### src/design/branch_cfg.svh
// Branch cluster sizes
`ifndef BRANCH_CFG_SVH_
`define BRANCH_CFG_SVH_

// Datapath width
`define XLEN 32

// ROB tag width
`define ROB_IDX_LEN 4

// Branch immediate width, signed byte offset with bit 0 always zero
`define B_IMM_LEN 13

// Reservation station entries
`define BRS_DEPTH 8

`endif

### src/design/isa_pkg.sv
// ISA operand and branch types
`default_nettype none

`include "branch_cfg.svh"

package isa_pkg;

    typedef logic [`XLEN-1:0]      xlen_t;   // Operand, PC or target
    typedef logic [`B_IMM_LEN-1:0] b_imm_t;  // Signed offset, LSB always zero

    // Encoded as the funct3 field of the branch opcode
    typedef enum logic [2:0] {
        BEQ  = 3'b000,
        BNE  = 3'b001,
        BLT  = 3'b100,
        BGE  = 3'b101,
        BLTU = 3'b110,
        BGEU = 3'b111
    } branch_type_t;

endpackage

`default_nettype wire

### src/design/expipe_pkg.sv
// Execution pipeline types
`default_nettype none

`include "branch_cfg.svh"

package expipe_pkg;

    typedef logic [`ROB_IDX_LEN-1:0] rob_idx_t;  // ROB entry tag

    // Only meaningful while the raised flag is set
    typedef enum logic [3:0] {
        EXC_NONE             = 4'h0,
        EXC_INSTR_MISALIGNED = 4'h1
    } except_code_t;

    // One broadcast on the common data bus
    typedef struct packed {
        rob_idx_t        rob_idx;        // Producer tag
        isa_pkg::xlen_t  value;          // Result value
        logic            except_raised;  // Producer faulted
        except_code_t    except_code;
    } cdb_data_t;

endpackage

`default_nettype wire

### src/design/bu_issue_if.sv
// Station to branch unit link
`timescale 1ns/1ps
`default_nettype none

interface bu_issue_if (
    input logic clk_i
);
    // Issue group
    logic                     issue_valid;
    logic                     issue_ready;  // Back-pressure from the unit
    isa_pkg::branch_type_t    branch_type;
    isa_pkg::xlen_t           rs1;
    isa_pkg::xlen_t           rs2;
    isa_pkg::b_imm_t          imm;
    isa_pkg::xlen_t           pc;
    isa_pkg::xlen_t           pred_target;
    logic                     pred_taken;

    // Result group, one strobe per issued branch
    logic                     res_valid;
    logic                     mispredict;
    logic                     except_raised;
    expipe_pkg::except_code_t except_code;

    modport rs (
        input  clk_i, issue_ready, res_valid, mispredict, except_raised, except_code,
        output issue_valid, branch_type, rs1, rs2, imm, pc, pred_target, pred_taken
    );

    modport bu (
        input  clk_i, issue_valid, branch_type, rs1, rs2, imm, pc, pred_target, pred_taken,
        output issue_ready, res_valid, mispredict, except_raised, except_code
    );

endinterface

`default_nettype wire

### src/design/branch_exec_top.sv
// Branch execution cluster
`timescale 1ns/1ps
`default_nettype none

`include "branch_cfg.svh"

module branch_exec_top (
    input  logic                     clk_i,
    input  logic                     rst_n_i,
    input  logic                     flush_i,
    input  logic                     arbiter_valid_i,
    output logic                     arbiter_ready_o,
    input  isa_pkg::branch_type_t    branch_type_i,
    input  logic                     rs1_ready_i,
    input  expipe_pkg::rob_idx_t     rs1_idx_i,
    input  isa_pkg::xlen_t           rs1_value_i,
    input  logic                     rs2_ready_i,
    input  expipe_pkg::rob_idx_t     rs2_idx_i,
    input  isa_pkg::xlen_t           rs2_value_i,
    input  isa_pkg::b_imm_t          imm_i,
    input  expipe_pkg::rob_idx_t     dest_idx_i,
    input  isa_pkg::xlen_t           pred_pc_i,
    input  isa_pkg::xlen_t           pred_target_i,
    input  logic                     pred_taken_i,
    input  logic                     cdb_valid_i,          // Snoop side
    input  expipe_pkg::rob_idx_t     cdb_rob_idx_i,
    input  isa_pkg::xlen_t           cdb_value_i,
    input  logic                     cdb_except_raised_i,
    input  logic                     cdb_ready_i,          // Write-back side
    output logic                     cdb_valid_o,
    output expipe_pkg::rob_idx_t     cdb_rob_idx_o,
    output isa_pkg::xlen_t           cdb_value_o,
    output logic                     cdb_except_raised_o,
    output expipe_pkg::except_code_t cdb_except_code_o
);
    expipe_pkg::cdb_data_t cdb_snoop;
    expipe_pkg::cdb_data_t cdb_out;

    // Snooped word, code field not carried on the snoop port
    assign cdb_snoop.rob_idx       = cdb_rob_idx_i;
    assign cdb_snoop.value         = cdb_value_i;
    assign cdb_snoop.except_raised = cdb_except_raised_i;
    assign cdb_snoop.except_code   = expipe_pkg::EXC_NONE;

    bu_issue_if u_bu_if (.clk_i(clk_i));

    branch_rs #(.RS_DEPTH(`BRS_DEPTH)) u_rs (
        .clk_i, .rst_n_i, .flush_i,
        .arbiter_valid_i, .arbiter_ready_o,
        .branch_type_i,
        .rs1_ready_i, .rs1_idx_i, .rs1_value_i,
        .rs2_ready_i, .rs2_idx_i, .rs2_value_i,
        .imm_i, .dest_idx_i,
        .pred_pc_i, .pred_target_i, .pred_taken_i,
        .cdb_valid_i, .cdb_data_i(cdb_snoop),
        .cdb_ready_i, .cdb_valid_o, .cdb_data_o(cdb_out),
        .bu(u_bu_if)
    );

    branch_unit u_bu (
        .clk_i, .rst_n_i, .flush_i,
        .bu(u_bu_if)
    );

    assign cdb_rob_idx_o       = cdb_out.rob_idx;
    assign cdb_value_o         = cdb_out.value;
    assign cdb_except_raised_o = cdb_out.except_raised;
    assign cdb_except_code_o   = cdb_out.except_code;

endmodule

`default_nettype wire

### src/design/branch_rs.sv
// Branch reservation station
`timescale 1ns/1ps
`default_nettype none

`include "branch_cfg.svh"

module branch_rs #(
    parameter int unsigned RS_DEPTH = `BRS_DEPTH  // Power of two, 2 to 16
) (
    input  logic                   clk_i,
    input  logic                   rst_n_i,
    input  logic                   flush_i,
    input  logic                   arbiter_valid_i,
    output logic                   arbiter_ready_o,
    input  isa_pkg::branch_type_t  branch_type_i,
    input  logic                   rs1_ready_i,
    input  expipe_pkg::rob_idx_t   rs1_idx_i,
    input  isa_pkg::xlen_t         rs1_value_i,
    input  logic                   rs2_ready_i,
    input  expipe_pkg::rob_idx_t   rs2_idx_i,
    input  isa_pkg::xlen_t         rs2_value_i,
    input  isa_pkg::b_imm_t        imm_i,
    input  expipe_pkg::rob_idx_t   dest_idx_i,
    input  isa_pkg::xlen_t         pred_pc_i,
    input  isa_pkg::xlen_t         pred_target_i,
    input  logic                   pred_taken_i,
    input  logic                   cdb_valid_i,   // Snooped broadcast
    input  expipe_pkg::cdb_data_t  cdb_data_i,
    input  logic                   cdb_ready_i,
    output logic                   cdb_valid_o,
    output expipe_pkg::cdb_data_t  cdb_data_o,
    bu_issue_if.rs                 bu
);
    localparam int unsigned IDX_W = $clog2(RS_DEPTH);

    typedef struct packed {
        isa_pkg::branch_type_t    branch_type;
        expipe_pkg::rob_idx_t     rs1_idx;     // Producer of operand 1
        isa_pkg::xlen_t           rs1_value;
        expipe_pkg::rob_idx_t     rs2_idx;     // Producer of operand 2
        isa_pkg::xlen_t           rs2_value;
        isa_pkg::b_imm_t          imm;
        isa_pkg::xlen_t           pc;
        isa_pkg::xlen_t           pred_target;
        logic                     pred_taken;
        expipe_pkg::rob_idx_t     res_idx;     // Own ROB tag
        logic                     mispredicted;
        logic                     except_raised;
        expipe_pkg::except_code_t except_code;
    } entry_t;

    entry_t              data_q [RS_DEPTH];
    logic [RS_DEPTH-1:0] valid_q;    // Slot holds an instruction
    logic [RS_DEPTH-1:0] busy_q;     // In flight in the unit
    logic [RS_DEPTH-1:0] rs1_rdy_q;
    logic [RS_DEPTH-1:0] rs2_rdy_q;
    logic [RS_DEPTH-1:0] res_rdy_q;  // Outcome captured

    logic [IDX_W-1:0]    tail_idx;
    logic [IDX_W-1:0]    ex_idx;
    logic [IDX_W-1:0]    wr_idx;
    logic [IDX_W-1:0]    head_idx;

    logic                snoop_ok;   // Clean broadcast on the bus
    logic [RS_DEPTH-1:0] hit1;
    logic [RS_DEPTH-1:0] hit2;
    logic                push_hit1;  // Broadcast meets the incoming entry
    logic                push_hit2;
    logic                push;
    logic                issue;
    logic                pop;

    // Tag match against every waiting operand
    always_comb begin
        snoop_ok  = cdb_valid_i && !cdb_data_i.except_raised;
        push_hit1 = snoop_ok && !rs1_ready_i && (rs1_idx_i == cdb_data_i.rob_idx);
        push_hit2 = snoop_ok && !rs2_ready_i && (rs2_idx_i == cdb_data_i.rob_idx);
        for (int i = 0; i < RS_DEPTH; i++) begin
            hit1[i] = snoop_ok && valid_q[i] && !rs1_rdy_q[i]
                      && (data_q[i].rs1_idx == cdb_data_i.rob_idx);
            hit2[i] = snoop_ok && valid_q[i] && !rs2_rdy_q[i]
                      && (data_q[i].rs2_idx == cdb_data_i.rob_idx);
        end
    end

    assign arbiter_ready_o = !valid_q[tail_idx];          // Tail slot free
    assign push            = arbiter_valid_i && arbiter_ready_o;
    assign bu.issue_valid  = valid_q[ex_idx] && !busy_q[ex_idx] && !res_rdy_q[ex_idx]
                             && rs1_rdy_q[ex_idx] && rs2_rdy_q[ex_idx];
    assign issue           = bu.issue_valid && bu.issue_ready;
    assign cdb_valid_o     = valid_q[head_idx] && res_rdy_q[head_idx];
    assign pop             = cdb_valid_o && cdb_ready_i;

    always_ff @(posedge clk_i or negedge rst_n_i) begin
        if (!rst_n_i) begin
            valid_q   <= '0;
            busy_q    <= '0;
            rs1_rdy_q <= '0;
            rs2_rdy_q <= '0;
            res_rdy_q <= '0;
        end else if (flush_i) begin
            valid_q   <= '0;
            busy_q    <= '0;
            rs1_rdy_q <= '0;
            rs2_rdy_q <= '0;
            res_rdy_q <= '0;
        end else begin
            rs1_rdy_q <= rs1_rdy_q | hit1;  // Wake-up from the bus
            rs2_rdy_q <= rs2_rdy_q | hit2;
            if (push) begin
                valid_q[tail_idx]   <= 1'b1;
                busy_q[tail_idx]    <= 1'b0;
                res_rdy_q[tail_idx] <= 1'b0;
                rs1_rdy_q[tail_idx] <= rs1_ready_i | push_hit1;
                rs2_rdy_q[tail_idx] <= rs2_ready_i | push_hit2;
            end
            if (issue) begin
                busy_q[ex_idx] <= 1'b1;
            end
            if (bu.res_valid) begin
                busy_q[wr_idx]    <= 1'b0;
                res_rdy_q[wr_idx] <= 1'b1;
            end
            if (pop) begin
                valid_q[head_idx] <= 1'b0;  // Slot reusable
            end
        end
    end

    always_ff @(posedge clk_i) begin
        for (int i = 0; i < RS_DEPTH; i++) begin
            if (hit1[i]) data_q[i].rs1_value <= cdb_data_i.value;
            if (hit2[i]) data_q[i].rs2_value <= cdb_data_i.value;
        end
        if (push) begin
            data_q[tail_idx].branch_type <= branch_type_i;
            data_q[tail_idx].rs1_idx     <= rs1_idx_i;
            data_q[tail_idx].rs1_value   <= push_hit1 ? cdb_data_i.value : rs1_value_i;
            data_q[tail_idx].rs2_idx     <= rs2_idx_i;
            data_q[tail_idx].rs2_value   <= push_hit2 ? cdb_data_i.value : rs2_value_i;
            data_q[tail_idx].imm         <= imm_i;
            data_q[tail_idx].pc          <= pred_pc_i;
            data_q[tail_idx].pred_target <= pred_target_i;
            data_q[tail_idx].pred_taken  <= pred_taken_i;
            data_q[tail_idx].res_idx     <= dest_idx_i;
        end
        if (bu.res_valid) begin
            data_q[wr_idx].mispredicted  <= bu.mispredict;
            data_q[wr_idx].except_raised <= bu.except_raised;
            data_q[wr_idx].except_code   <= bu.except_code;
        end
    end

    // Pointers, all cleared by a flush
    modn_counter #(.N(RS_DEPTH)) u_tail_cnt (
        .clk_i(clk_i), .rst_n_i(rst_n_i), .en_i(push), .clr_i(flush_i), .count_o(tail_idx)
    );
    modn_counter #(.N(RS_DEPTH)) u_ex_cnt (
        .clk_i(clk_i), .rst_n_i(rst_n_i), .en_i(issue), .clr_i(flush_i), .count_o(ex_idx)
    );
    modn_counter #(.N(RS_DEPTH)) u_wr_cnt (
        .clk_i(clk_i), .rst_n_i(rst_n_i), .en_i(bu.res_valid), .clr_i(flush_i),
        .count_o(wr_idx)
    );
    modn_counter #(.N(RS_DEPTH)) u_head_cnt (
        .clk_i(clk_i), .rst_n_i(rst_n_i), .en_i(pop), .clr_i(flush_i), .count_o(head_idx)
    );

    // Operands forwarded from the issue slot
    assign bu.branch_type = data_q[ex_idx].branch_type;
    assign bu.rs1         = data_q[ex_idx].rs1_value;
    assign bu.rs2         = data_q[ex_idx].rs2_value;
    assign bu.imm         = data_q[ex_idx].imm;
    assign bu.pc          = data_q[ex_idx].pc;
    assign bu.pred_target = data_q[ex_idx].pred_target;
    assign bu.pred_taken  = data_q[ex_idx].pred_taken;

    // Head word, mispredict flag in the value LSB
    assign cdb_data_o.rob_idx       = data_q[head_idx].res_idx;
    assign cdb_data_o.value         = isa_pkg::xlen_t'(data_q[head_idx].mispredicted);
    assign cdb_data_o.except_raised = data_q[head_idx].except_raised;
    assign cdb_data_o.except_code   = data_q[head_idx].except_code;

    a_res_after_operands: assert property (@(posedge clk_i) disable iff (!rst_n_i)
        (res_rdy_q & ~(rs1_rdy_q & rs2_rdy_q)) == '0)
        else $error("Entry holds a result without both operands");

    a_res_to_busy: assert property (@(posedge clk_i) disable iff (!rst_n_i)
        bu.res_valid |-> busy_q[wr_idx])
        else $error("Result strobe for an entry that is not in flight");

endmodule

`default_nettype wire

### src/design/branch_unit.sv
// Single-stage branch resolver
`timescale 1ns/1ps
`default_nettype none

`include "branch_cfg.svh"

module branch_unit (
    input  logic   clk_i,
    input  logic   rst_n_i,
    input  logic   flush_i,
    bu_issue_if.bu bu
);
    logic           fire;        // Issue transfer this cycle
    logic           taken;
    isa_pkg::xlen_t target;
    logic           misaligned;  // Taken target off a word boundary
    logic           res_valid_q;
    logic           mispredict_q;
    logic           except_q;

    assign bu.issue_ready = 1'b1;  // Fully pipelined
    assign fire           = bu.issue_valid && bu.issue_ready;

    always_comb begin
        case (bu.branch_type)
            isa_pkg::BEQ:  taken = (bu.rs1 == bu.rs2);
            isa_pkg::BNE:  taken = (bu.rs1 != bu.rs2);
            isa_pkg::BLT:  taken = ($signed(bu.rs1) < $signed(bu.rs2));
            isa_pkg::BGE:  taken = ($signed(bu.rs1) >= $signed(bu.rs2));
            isa_pkg::BLTU: taken = (bu.rs1 < bu.rs2);
            isa_pkg::BGEU: taken = (bu.rs1 >= bu.rs2);
            default:       taken = 1'b0;
        endcase
    end

    // PC plus sign-extended offset
    assign target     = bu.pc + {{(`XLEN-`B_IMM_LEN){bu.imm[`B_IMM_LEN-1]}}, bu.imm};
    assign misaligned = taken && (target[1:0] != 2'b00);

    always_ff @(posedge clk_i or negedge rst_n_i) begin
        if (!rst_n_i) begin
            res_valid_q <= 1'b0;
        end else if (flush_i) begin
            res_valid_q <= 1'b0;  // Drop the in-flight result
        end else begin
            res_valid_q <= fire;
        end
    end

    always_ff @(posedge clk_i) begin
        if (fire) begin
            // Wrong direction, or right direction with a wrong target
            mispredict_q <= (taken != bu.pred_taken) || (taken && (target != bu.pred_target));
            except_q     <= misaligned;
        end
    end

    assign bu.res_valid     = res_valid_q;
    assign bu.mispredict    = mispredict_q;
    assign bu.except_raised = except_q;
    assign bu.except_code   = except_q ? expipe_pkg::EXC_INSTR_MISALIGNED : expipe_pkg::EXC_NONE;

    a_res_follows_issue: assert property (@(posedge bu.clk_i) disable iff (!rst_n_i)
        bu.res_valid |-> $past(bu.issue_valid && bu.issue_ready))
        else $error("Result strobe without an issue one cycle earlier");

endmodule

`default_nettype wire

### src/design/modn_counter.sv
// Modulo-N pointer counter
`timescale 1ns/1ps
`default_nettype none

module modn_counter #(
    parameter int unsigned N = 8  // Wrap modulus, at least 2
) (
    input  logic                 clk_i,
    input  logic                 rst_n_i,
    input  logic                 en_i,     // Advance by one
    input  logic                 clr_i,    // Back to zero, wins over en_i
    output logic [$clog2(N)-1:0] count_o
);
    localparam int unsigned W = $clog2(N);

    logic last;  // Next advance wraps

    assign last = (count_o == W'(N - 1));

    always_ff @(posedge clk_i or negedge rst_n_i) begin
        if (!rst_n_i) begin
            count_o <= '0;
        end else if (clr_i) begin
            count_o <= '0;
        end else if (en_i) begin
            count_o <= last ? '0 : count_o + W'(1);
        end
    end

endmodule

`default_nettype wire

### config.mk
export PLATFORM = sky130hd
export DESIGN_NAME = branch_exec_top
export DESIGN_NICKNAME = d
export VERILOG_FILES = /design/src/design/isa_pkg.sv /design/src/design/expipe_pkg.sv /design/src/design/bu_issue_if.sv /design/src/design/branch_exec_top.sv /design/src/design/branch_rs.sv /design/src/design/branch_unit.sv /design/src/design/modn_counter.sv
export VERILOG_INCLUDE_DIRS = /design/src /design/src/design
export SDC_FILE = /design/constraint.sdc
export NUM_CORES = 2
export LEC_CHECK = 0
export BUFFER_PORTS_ARGS = -buffer_cell sky130_fd_sc_hd__buf_2
export CAP_MARGIN = 20
export CORE_MARGIN = 4
export CORE_UTILIZATION = 48
export DETAILED_ROUTE_END_ITERATION = 16
export GPL_TIMING_DRIVEN = 0
export PLACE_DENSITY = 0.65
export SYNTH_ARGS = -nofsm -noshare
export SYNTH_HDL_FRONTEND = slang
export SYNTH_SLANG_ARGS = --single-unit
### constraint.sdc
create_clock -name clk_i -period 5.5 [get_ports clk_i]
set_clock_uncertainty 0.2 [all_clocks]
set_input_delay 0.275 -clock clk_i [delete_from_list [all_inputs] [get_ports clk_i]]
set_output_delay 0.275 -clock clk_i [all_outputs]
set_load 0.02 [all_outputs]
# After elaboration in Yosys (flattened, before gate mapping)
# Memory sizes are Yosys's and may differ from the RTL's.
# Cells that the tools add are included.
[totals]
reg_bits = 55
ram_bits = 1280
out_inout_bits = 43
word_cells = 259
mem_count = 1
[classes]
n_addsub = 5
order_cmp = 12
eq_ne = 31
muxes = 97
n_bitwise = 14
reduce_logical = 87
[mem_list]
columns = ["memory", "depth", "word_bits", "read_ports", "rd_clocked_by_memory_dff", "wr", "line_no", "rtl"]
rows = [
  ["u_rs.data_q", 8, 160, 10, 0, 10, "branch_rs.sv:52", "entry_t data_q [RS_DEPTH];"],
]
[ops]
columns = ["cell", "count"]
rows = [
  ["$mux W8", 18],
  ["$eq A4 B4 Y1", 18],
  ["$ge A32 B32 Y1", 2],
  ["$lt A32 B32 Y1", 2],
  ["$mux W32", 2],
  ["$ne A32 B32 Y1", 2],
  ["$logic_and A1 B1 Y1", 58],
  ["$mux W1", 50],
  ["$or A8 B8 Y8", 5],
  ["$mux W3", 12],
  ["$add A32 B32 Y32", 1],
  ["$and A8 B8 Y8", 4],
  ["$eq A32 B32 Y1", 1],
  ["$bmux W1 S3", 8],
  ["$eq A3 B3 Y1 const B", 8],
  ["$not A8 Y8", 3],
  ["$logic_not A1 Y1", 22],
  ["$bwmux W8", 2],
  ["$lt A3 B4 Y1 const B", 4],
  ["$add A3 B1 Y3 const B", 4],
  ["$demux W1 S3", 4],
  ["$ge A3 B1 Y1 const B", 4],
  ["$reduce_bool A2 Y1", 5],
  ["$pmux W1 S6", 1],
  ["other kinds (5)", 6],
]

# Longest topological paths before layout
[logic_depth]
ltp_word = 14
ltp_mapped = 23
mapped_depth_nobuf = 18

# Hierarchy
# A second synthesis with hierarchy kept.
[hier_totals]
hier_cells = 4147
area_unflattened_um2 = 62292.2
[modules_own_cells]
columns = ["module", "n_inst", "cells_each", "area_each_um2"]
rows = [
  ["branch_rs", 1, 3562, 58010.6],
  ["branch_unit", 1, 532, 3652.3],
  ["modn_counter", 4, 13, 156.4],
  ["branch_exec_top", 1, 1, 3.8],
]

# Worst setup path before layout
# Ideal clock, no wire load.
[synth_path]
path_type = "register -> register"
startpoint = "reg u_rs.u_tail_cnt.count_o[0]"
endpoint = "mem u_rs.data_q[5][100] (netlist bit), data pin"
setup_time_ps = 260
arrival_time_ps = 5149
required_ps = 5040
slack_ps = -109
stages_incl_launch_ff = 11
n_path_buf = 2
period_less_slack_ps = 5609
path_cell_list = "dfrtp_1 -> clkbuf_1 -> mux4_2 -> mux2i_1 -> nand2_1 -> nor2_1 -> nand3_1 -> inv_1 -> nand2_1 -> buf_1 -> mux2_2"
[synth_rtl]
columns = ["item", "line_no", "rtl"]
rows = [
  ["start, declared", "modn_counter.sv:12", "output logic [$clog2(N)-1:0] count_o"],
  ["start signal, assigned", "modn_counter.sv:26", "count_o <= last ? '0 : count_o + W'(1);"],
  ["end, declared", "branch_rs.sv:52", ""],
]

# Worst setup path after layout
[layout_path]
startpoint = "reg u_rs.u_ex_cnt.count_o[0]"
endpoint = "reg u_bu.mispredict_q, in the netlist u_bu.bu.mispredict, data pin"
[layout_between]
elab_chain_cells = 5
elab_cells_between_ends = 19
[layout_rtl]
columns = ["item", "line_no", "rtl"]
rows = [
  ["start, declared", "modn_counter.sv:12", ""],
  ["start signal, assigned", "modn_counter.sv:26", ""],
  ["$mem_v2 Z8 W160 *", "--", ""],
  ["$add A32 B32 Y32, or another cell as far along", "branch_unit.sv:37", "assign target = bu.pc + {{(`XLEN-`B_IMM_LEN){bu.imm[`B_IMM_LEN-1]}}, bu.imm};"],
  ["$ne A32 B32 Y1 / $pmux W1 S6 (equally long branches)", "branch_unit.sv:53, branch_unit.sv:25", ""],
  ["$logic_and A1 B1 Y1 / $ne A1 B1 Y1 (equally long branches)", "branch_unit.sv:53", "mispredict_q <= (taken != bu.pred_taken) || (taken && (target != bu.pred_target));"],
  ["$logic_or A1 B1 Y1 *", "branch_unit.sv:53", ""],
  ["end signal, assigned", "branch_unit.sv:53", ""],
  ["end, declared", "branch_unit.sv:18", "logic mispredict_q;"],
]
# Every way passes the cells marked *; elsewhere a longest branch is shown, timed or not.
# A chain may end at the register's enable or synchronous reset.

==> summary.md <==
| Metric | Value |
|---|---|
| CTS tree | `built` |
| Status | `finished, violations left` |
| Total power draw | `23500 µW` |
| Root Buffer | `clkbuf_16` |
| Critical path launch point type | `register` |
| Largest net degree at the start of global routing | `73` |
| Crit path DAT | `5960 ps` |
| Max H-tree Level | `4` |
| Post-synthesis async set-or-reset flop share | `0.0399` |
| Achievable Freq | `180 MHz` |
| Storage element area | `39600 µm²` |
| Detailed Routing Iterations Pass 1 | `5` |
| Clock sink count | `1327` |
| # nets final | `4696` |
| IO Pins | `245` |
| First-pass GRT wire length | `282000 µm` |
| Non-Filler Instances | `6160` |
| Final Slew Violations | `0` |
| Grt total ovfl | `0` |
| Ys flop type | `edfxtp_1` |
| Final min period | `5570 ps` |
| Multi-input logic area | `18100 µm²` |
| Final hold violation count | `0` |
| Largest stage delay, worst path | `550 ps` |
| Final Cycle Share | `1.01` |
| Detailed-route wire length | `201000 µm` |
| Core area | `120000 µm²` |
| Minimum hold slack | `110 ps` |
| Synthesis-to-layout area growth | `22.8%` |
| Layout cells sized above 1 | `0.305` |
| Least-Margin Pin Slew | `1150 ps` |
| Vias/cell | `6.41` |
| Worst-Skew Late Latency | `780 ps` |
| DR iter-0 viols | `5587` |
| Setup WS post-layout | `-70.7 ps` |
| Synth Cell Area | `58200 µm²` |
| Crit path max fanout | `10` |
| Routed len/inst | `32.6 µm` |
| Setup CP Type | `register to register` |
| Worst hold stages | `2` |
| Antenna viol nets, final | `0` |
| Clock slew at reported path FFs | `60 ps` |
| Flop2flop setup slack | `-70 ps` |
| Clock tree buffer depth | `3` |
| RSZ-0062 raised after global routing | `yes` |
| Number of synthesized register bits | `1327` |
| Syn Area/Cell | `15.8 µm²` |
| Number of flops mapped to enable cells by yosys | `1274` |
| CP Cell Sequence | `buf_4 -> or2_4 -> nor2_4 -> clkbuf_16 -> buf_12 -> clkbuf_4 -> buf_4 -> a21oi_1 -> nand3_1 -> ha_1 -> nand3_1 -> nand2_1 -> a21o_1 -> o41ai_4 -> o311a_1 -> mux2_4 -> o221ai_4 -> nor3_2 -> and4b_1 -> a32oi_2` |
| Slowest cell on crit path | `o41ai_4` |
| Slew HR | `0.236` |
| Total GRT Usage | `0.311` |
| Detailed route wirelength on metal3 | `22500 µm` |
| HPWL after DPL | `134000 µm` |
| Die H | `356 µm` |
| Die area | `127000 µm²` |
| Max cap viols | `0` |
| Leak | `0.0242 µW` |
| R2r worst-path depth | `20` |
| Tightest Hold Check Type | `input pin to register` |
| Filler Cell Count | `9247` |
| Highest routed metal layer | `met5` |
| Die span in x | `356 µm` |
| DR vias | `39482` |
| Gpl congestion | `0.961` |
| Setup Viol. Count Final | `1` |
| Buffers on Ports | `205` |
| Initial Util | `0.484` |
| Worst vdd ir | `0.000332 V` |
| Vias in the first global route | `38659` |
| Crit. End Element | `register` |
| Dpl ws | `-3210 ps` |
| Initial antenna violation count | `31` |
| Sum of routed wire segments on met1 | `75800 µm` |
| Yosys warns | `0` |
| Sequential share of the synthesized area | `0.680` |
| Post-synth cell types | `84` |
| # DRC | `0` |
| Failing checks | `setup timing` |
| Num CTS Buffers | `142` |
| Detailed-routed wire length on met2 | `93000 µm` |
| Cells after synthesis | `3695` |
| P per Cell Area | `329 nW/µm²` |
| Worst path required time | `5890 ps` |
| Placed cells | `5628` |
| Rows | `127` |
==> report_power, final <==
part	internal, µW	total, µW	switching (µW)
Combinational	1130	2720	1590
Sequential	11400	11500	79.5
Clock	5140	9250	4110
==> layer usage <==
layer	track usage	vias up
met2	0.492	2531
met3	0.0720	507
met1	0.420	20022
met5	0	-
met4	0.124	10
li1	-	16412
==> flip-flops by register name, summed over array words and instances, names as in the netlist, 8 cells and up <==
name and flops:
u_rs.valid_q 8, u_rs.rs1_rdy_q 8, u_rs.data_q 1272, u_rs.rs2_rdy_q 8
u_rs.busy_q 8, u_rs.res_rdy_q 8
==> worst max-delay path: cells and delay by family (launching register included) <==
kind	cells	cell delay (ps)
compound gates	6	1850
fa+ha+maj	1	270
buf+inv	5	1120
flops	1	470
mux	1	340
simple gates	7	1120
==> per-stage QoR <==
stage                      util  setup TNS (ps)  instance area (µm²)
after floorplan               -               0                58300
after CTS                 0.592               0                71100
after global placement    0.511        -3585420                61400
final                     0.595           -70.7                71400
after detailed placement  0.525           -5960                63000
after global routing      0.594           -82.2                71400
==> worst paths after layout <==
check                                          from                         end
max                        u_rs.u_ex_cnt.count_o[0]          u_bu.bu.mispredict
min in group asynchronous                   rst_n_i  u_rs.u_head_cnt.count_o[1]
max reg2reg                u_rs.u_ex_cnt.count_o[0]          u_bu.bu.mispredict
min                                   dest_idx_i[0]           u_rs.data_q[4][3]
max in group asynchronous                   rst_n_i    u_rs.u_ex_cnt.count_o[0]
min reg2reg                       u_rs.res_rdy_q[7]           u_rs.res_rdy_q[7]
==> timing repair <==
action / in CTS / in global routing
endpoints found under the setup margin: 2 / 3
buffers inserted: 57 / 16
endpoints found under the hold margin: 1329 / 0
pin swaps: 41 / 36
gates cloned: 1 / 0
hold buffers: 203 / 0
resized for setup: 368 / 59
==> cells in the final DEF (no fill, tap or decap), drive strengths merged, types with 20 or more instances in the layout <==
master and instances:
edfxtp 1274, mux2 540, buf 490, a22oi 346, clkbuf 307, dlygate4sd3 203, nor2 112, nand2 95
xnor2 94, nand4 85, a21oi 74, ha 71, a221oi 54, dfrtp 53, clkinv 53, o22ai 51
mux2i 49, nand3 48, a22o 45, nor3 40, conb 34, a211oi 32, inv 28, o21ai 25
diode 22, o221ai 22, a21o 21, and3 21, mux4 20
==> final cells by class <==
cell class	count	share of cell area
sequential	1327	0.554
multi-input combinational	2099	0.254
timing repair buffer	565	0.0722
clock buffer	173	0.0515
tap	1612	0.0282
buffer	263	0.0275
clock inverter	75	0.0102
inverter	24	0.00200
antenna	22	0.000771
==> cell families (layout without fill, tap and decap cells) <==
kind of cell    after synthesis  in the layout  share of synthesized area
compound gates              768            768                     0.0977
xor+xnor                    114            114                     0.0180
fa+ha+maj                    72             72                     0.0156
buf+inv                     302           1100                     0.0229
flops                      1327           1327                      0.680
mux                         609            609                      0.121
other cells                   1             56                  0.0000644
simple gates                502            502                     0.0449
==> cell usage after synthesis (22+ instances only) <==
library cell  number  area share
edfxtp_1        1274        0.66
mux2_2           540        0.10
a22oi_1          346       0.045
clkbuf_1         150      0.0097
nor2_1           112      0.0072
nand2_1           95      0.0061
xnor2_1           93       0.014
nand4_1           85      0.0091
buf_1             75      0.0048
a21oi_1           74      0.0064
ha_1              71       0.015
a221oi_1          53      0.0080
dfrtp_1           53       0.023
o22ai_1           51      0.0055
mux2i_1           49      0.0084
nand3_1           48      0.0041
a22o_1            45      0.0068
nor3_1            40      0.0034
buf_4             37      0.0048
a211oi_1          32      0.0041
o21ai_0           25      0.0021
o221ai_1          22      0.0033
Note: power is estimated with default switching activity, not from simulation.
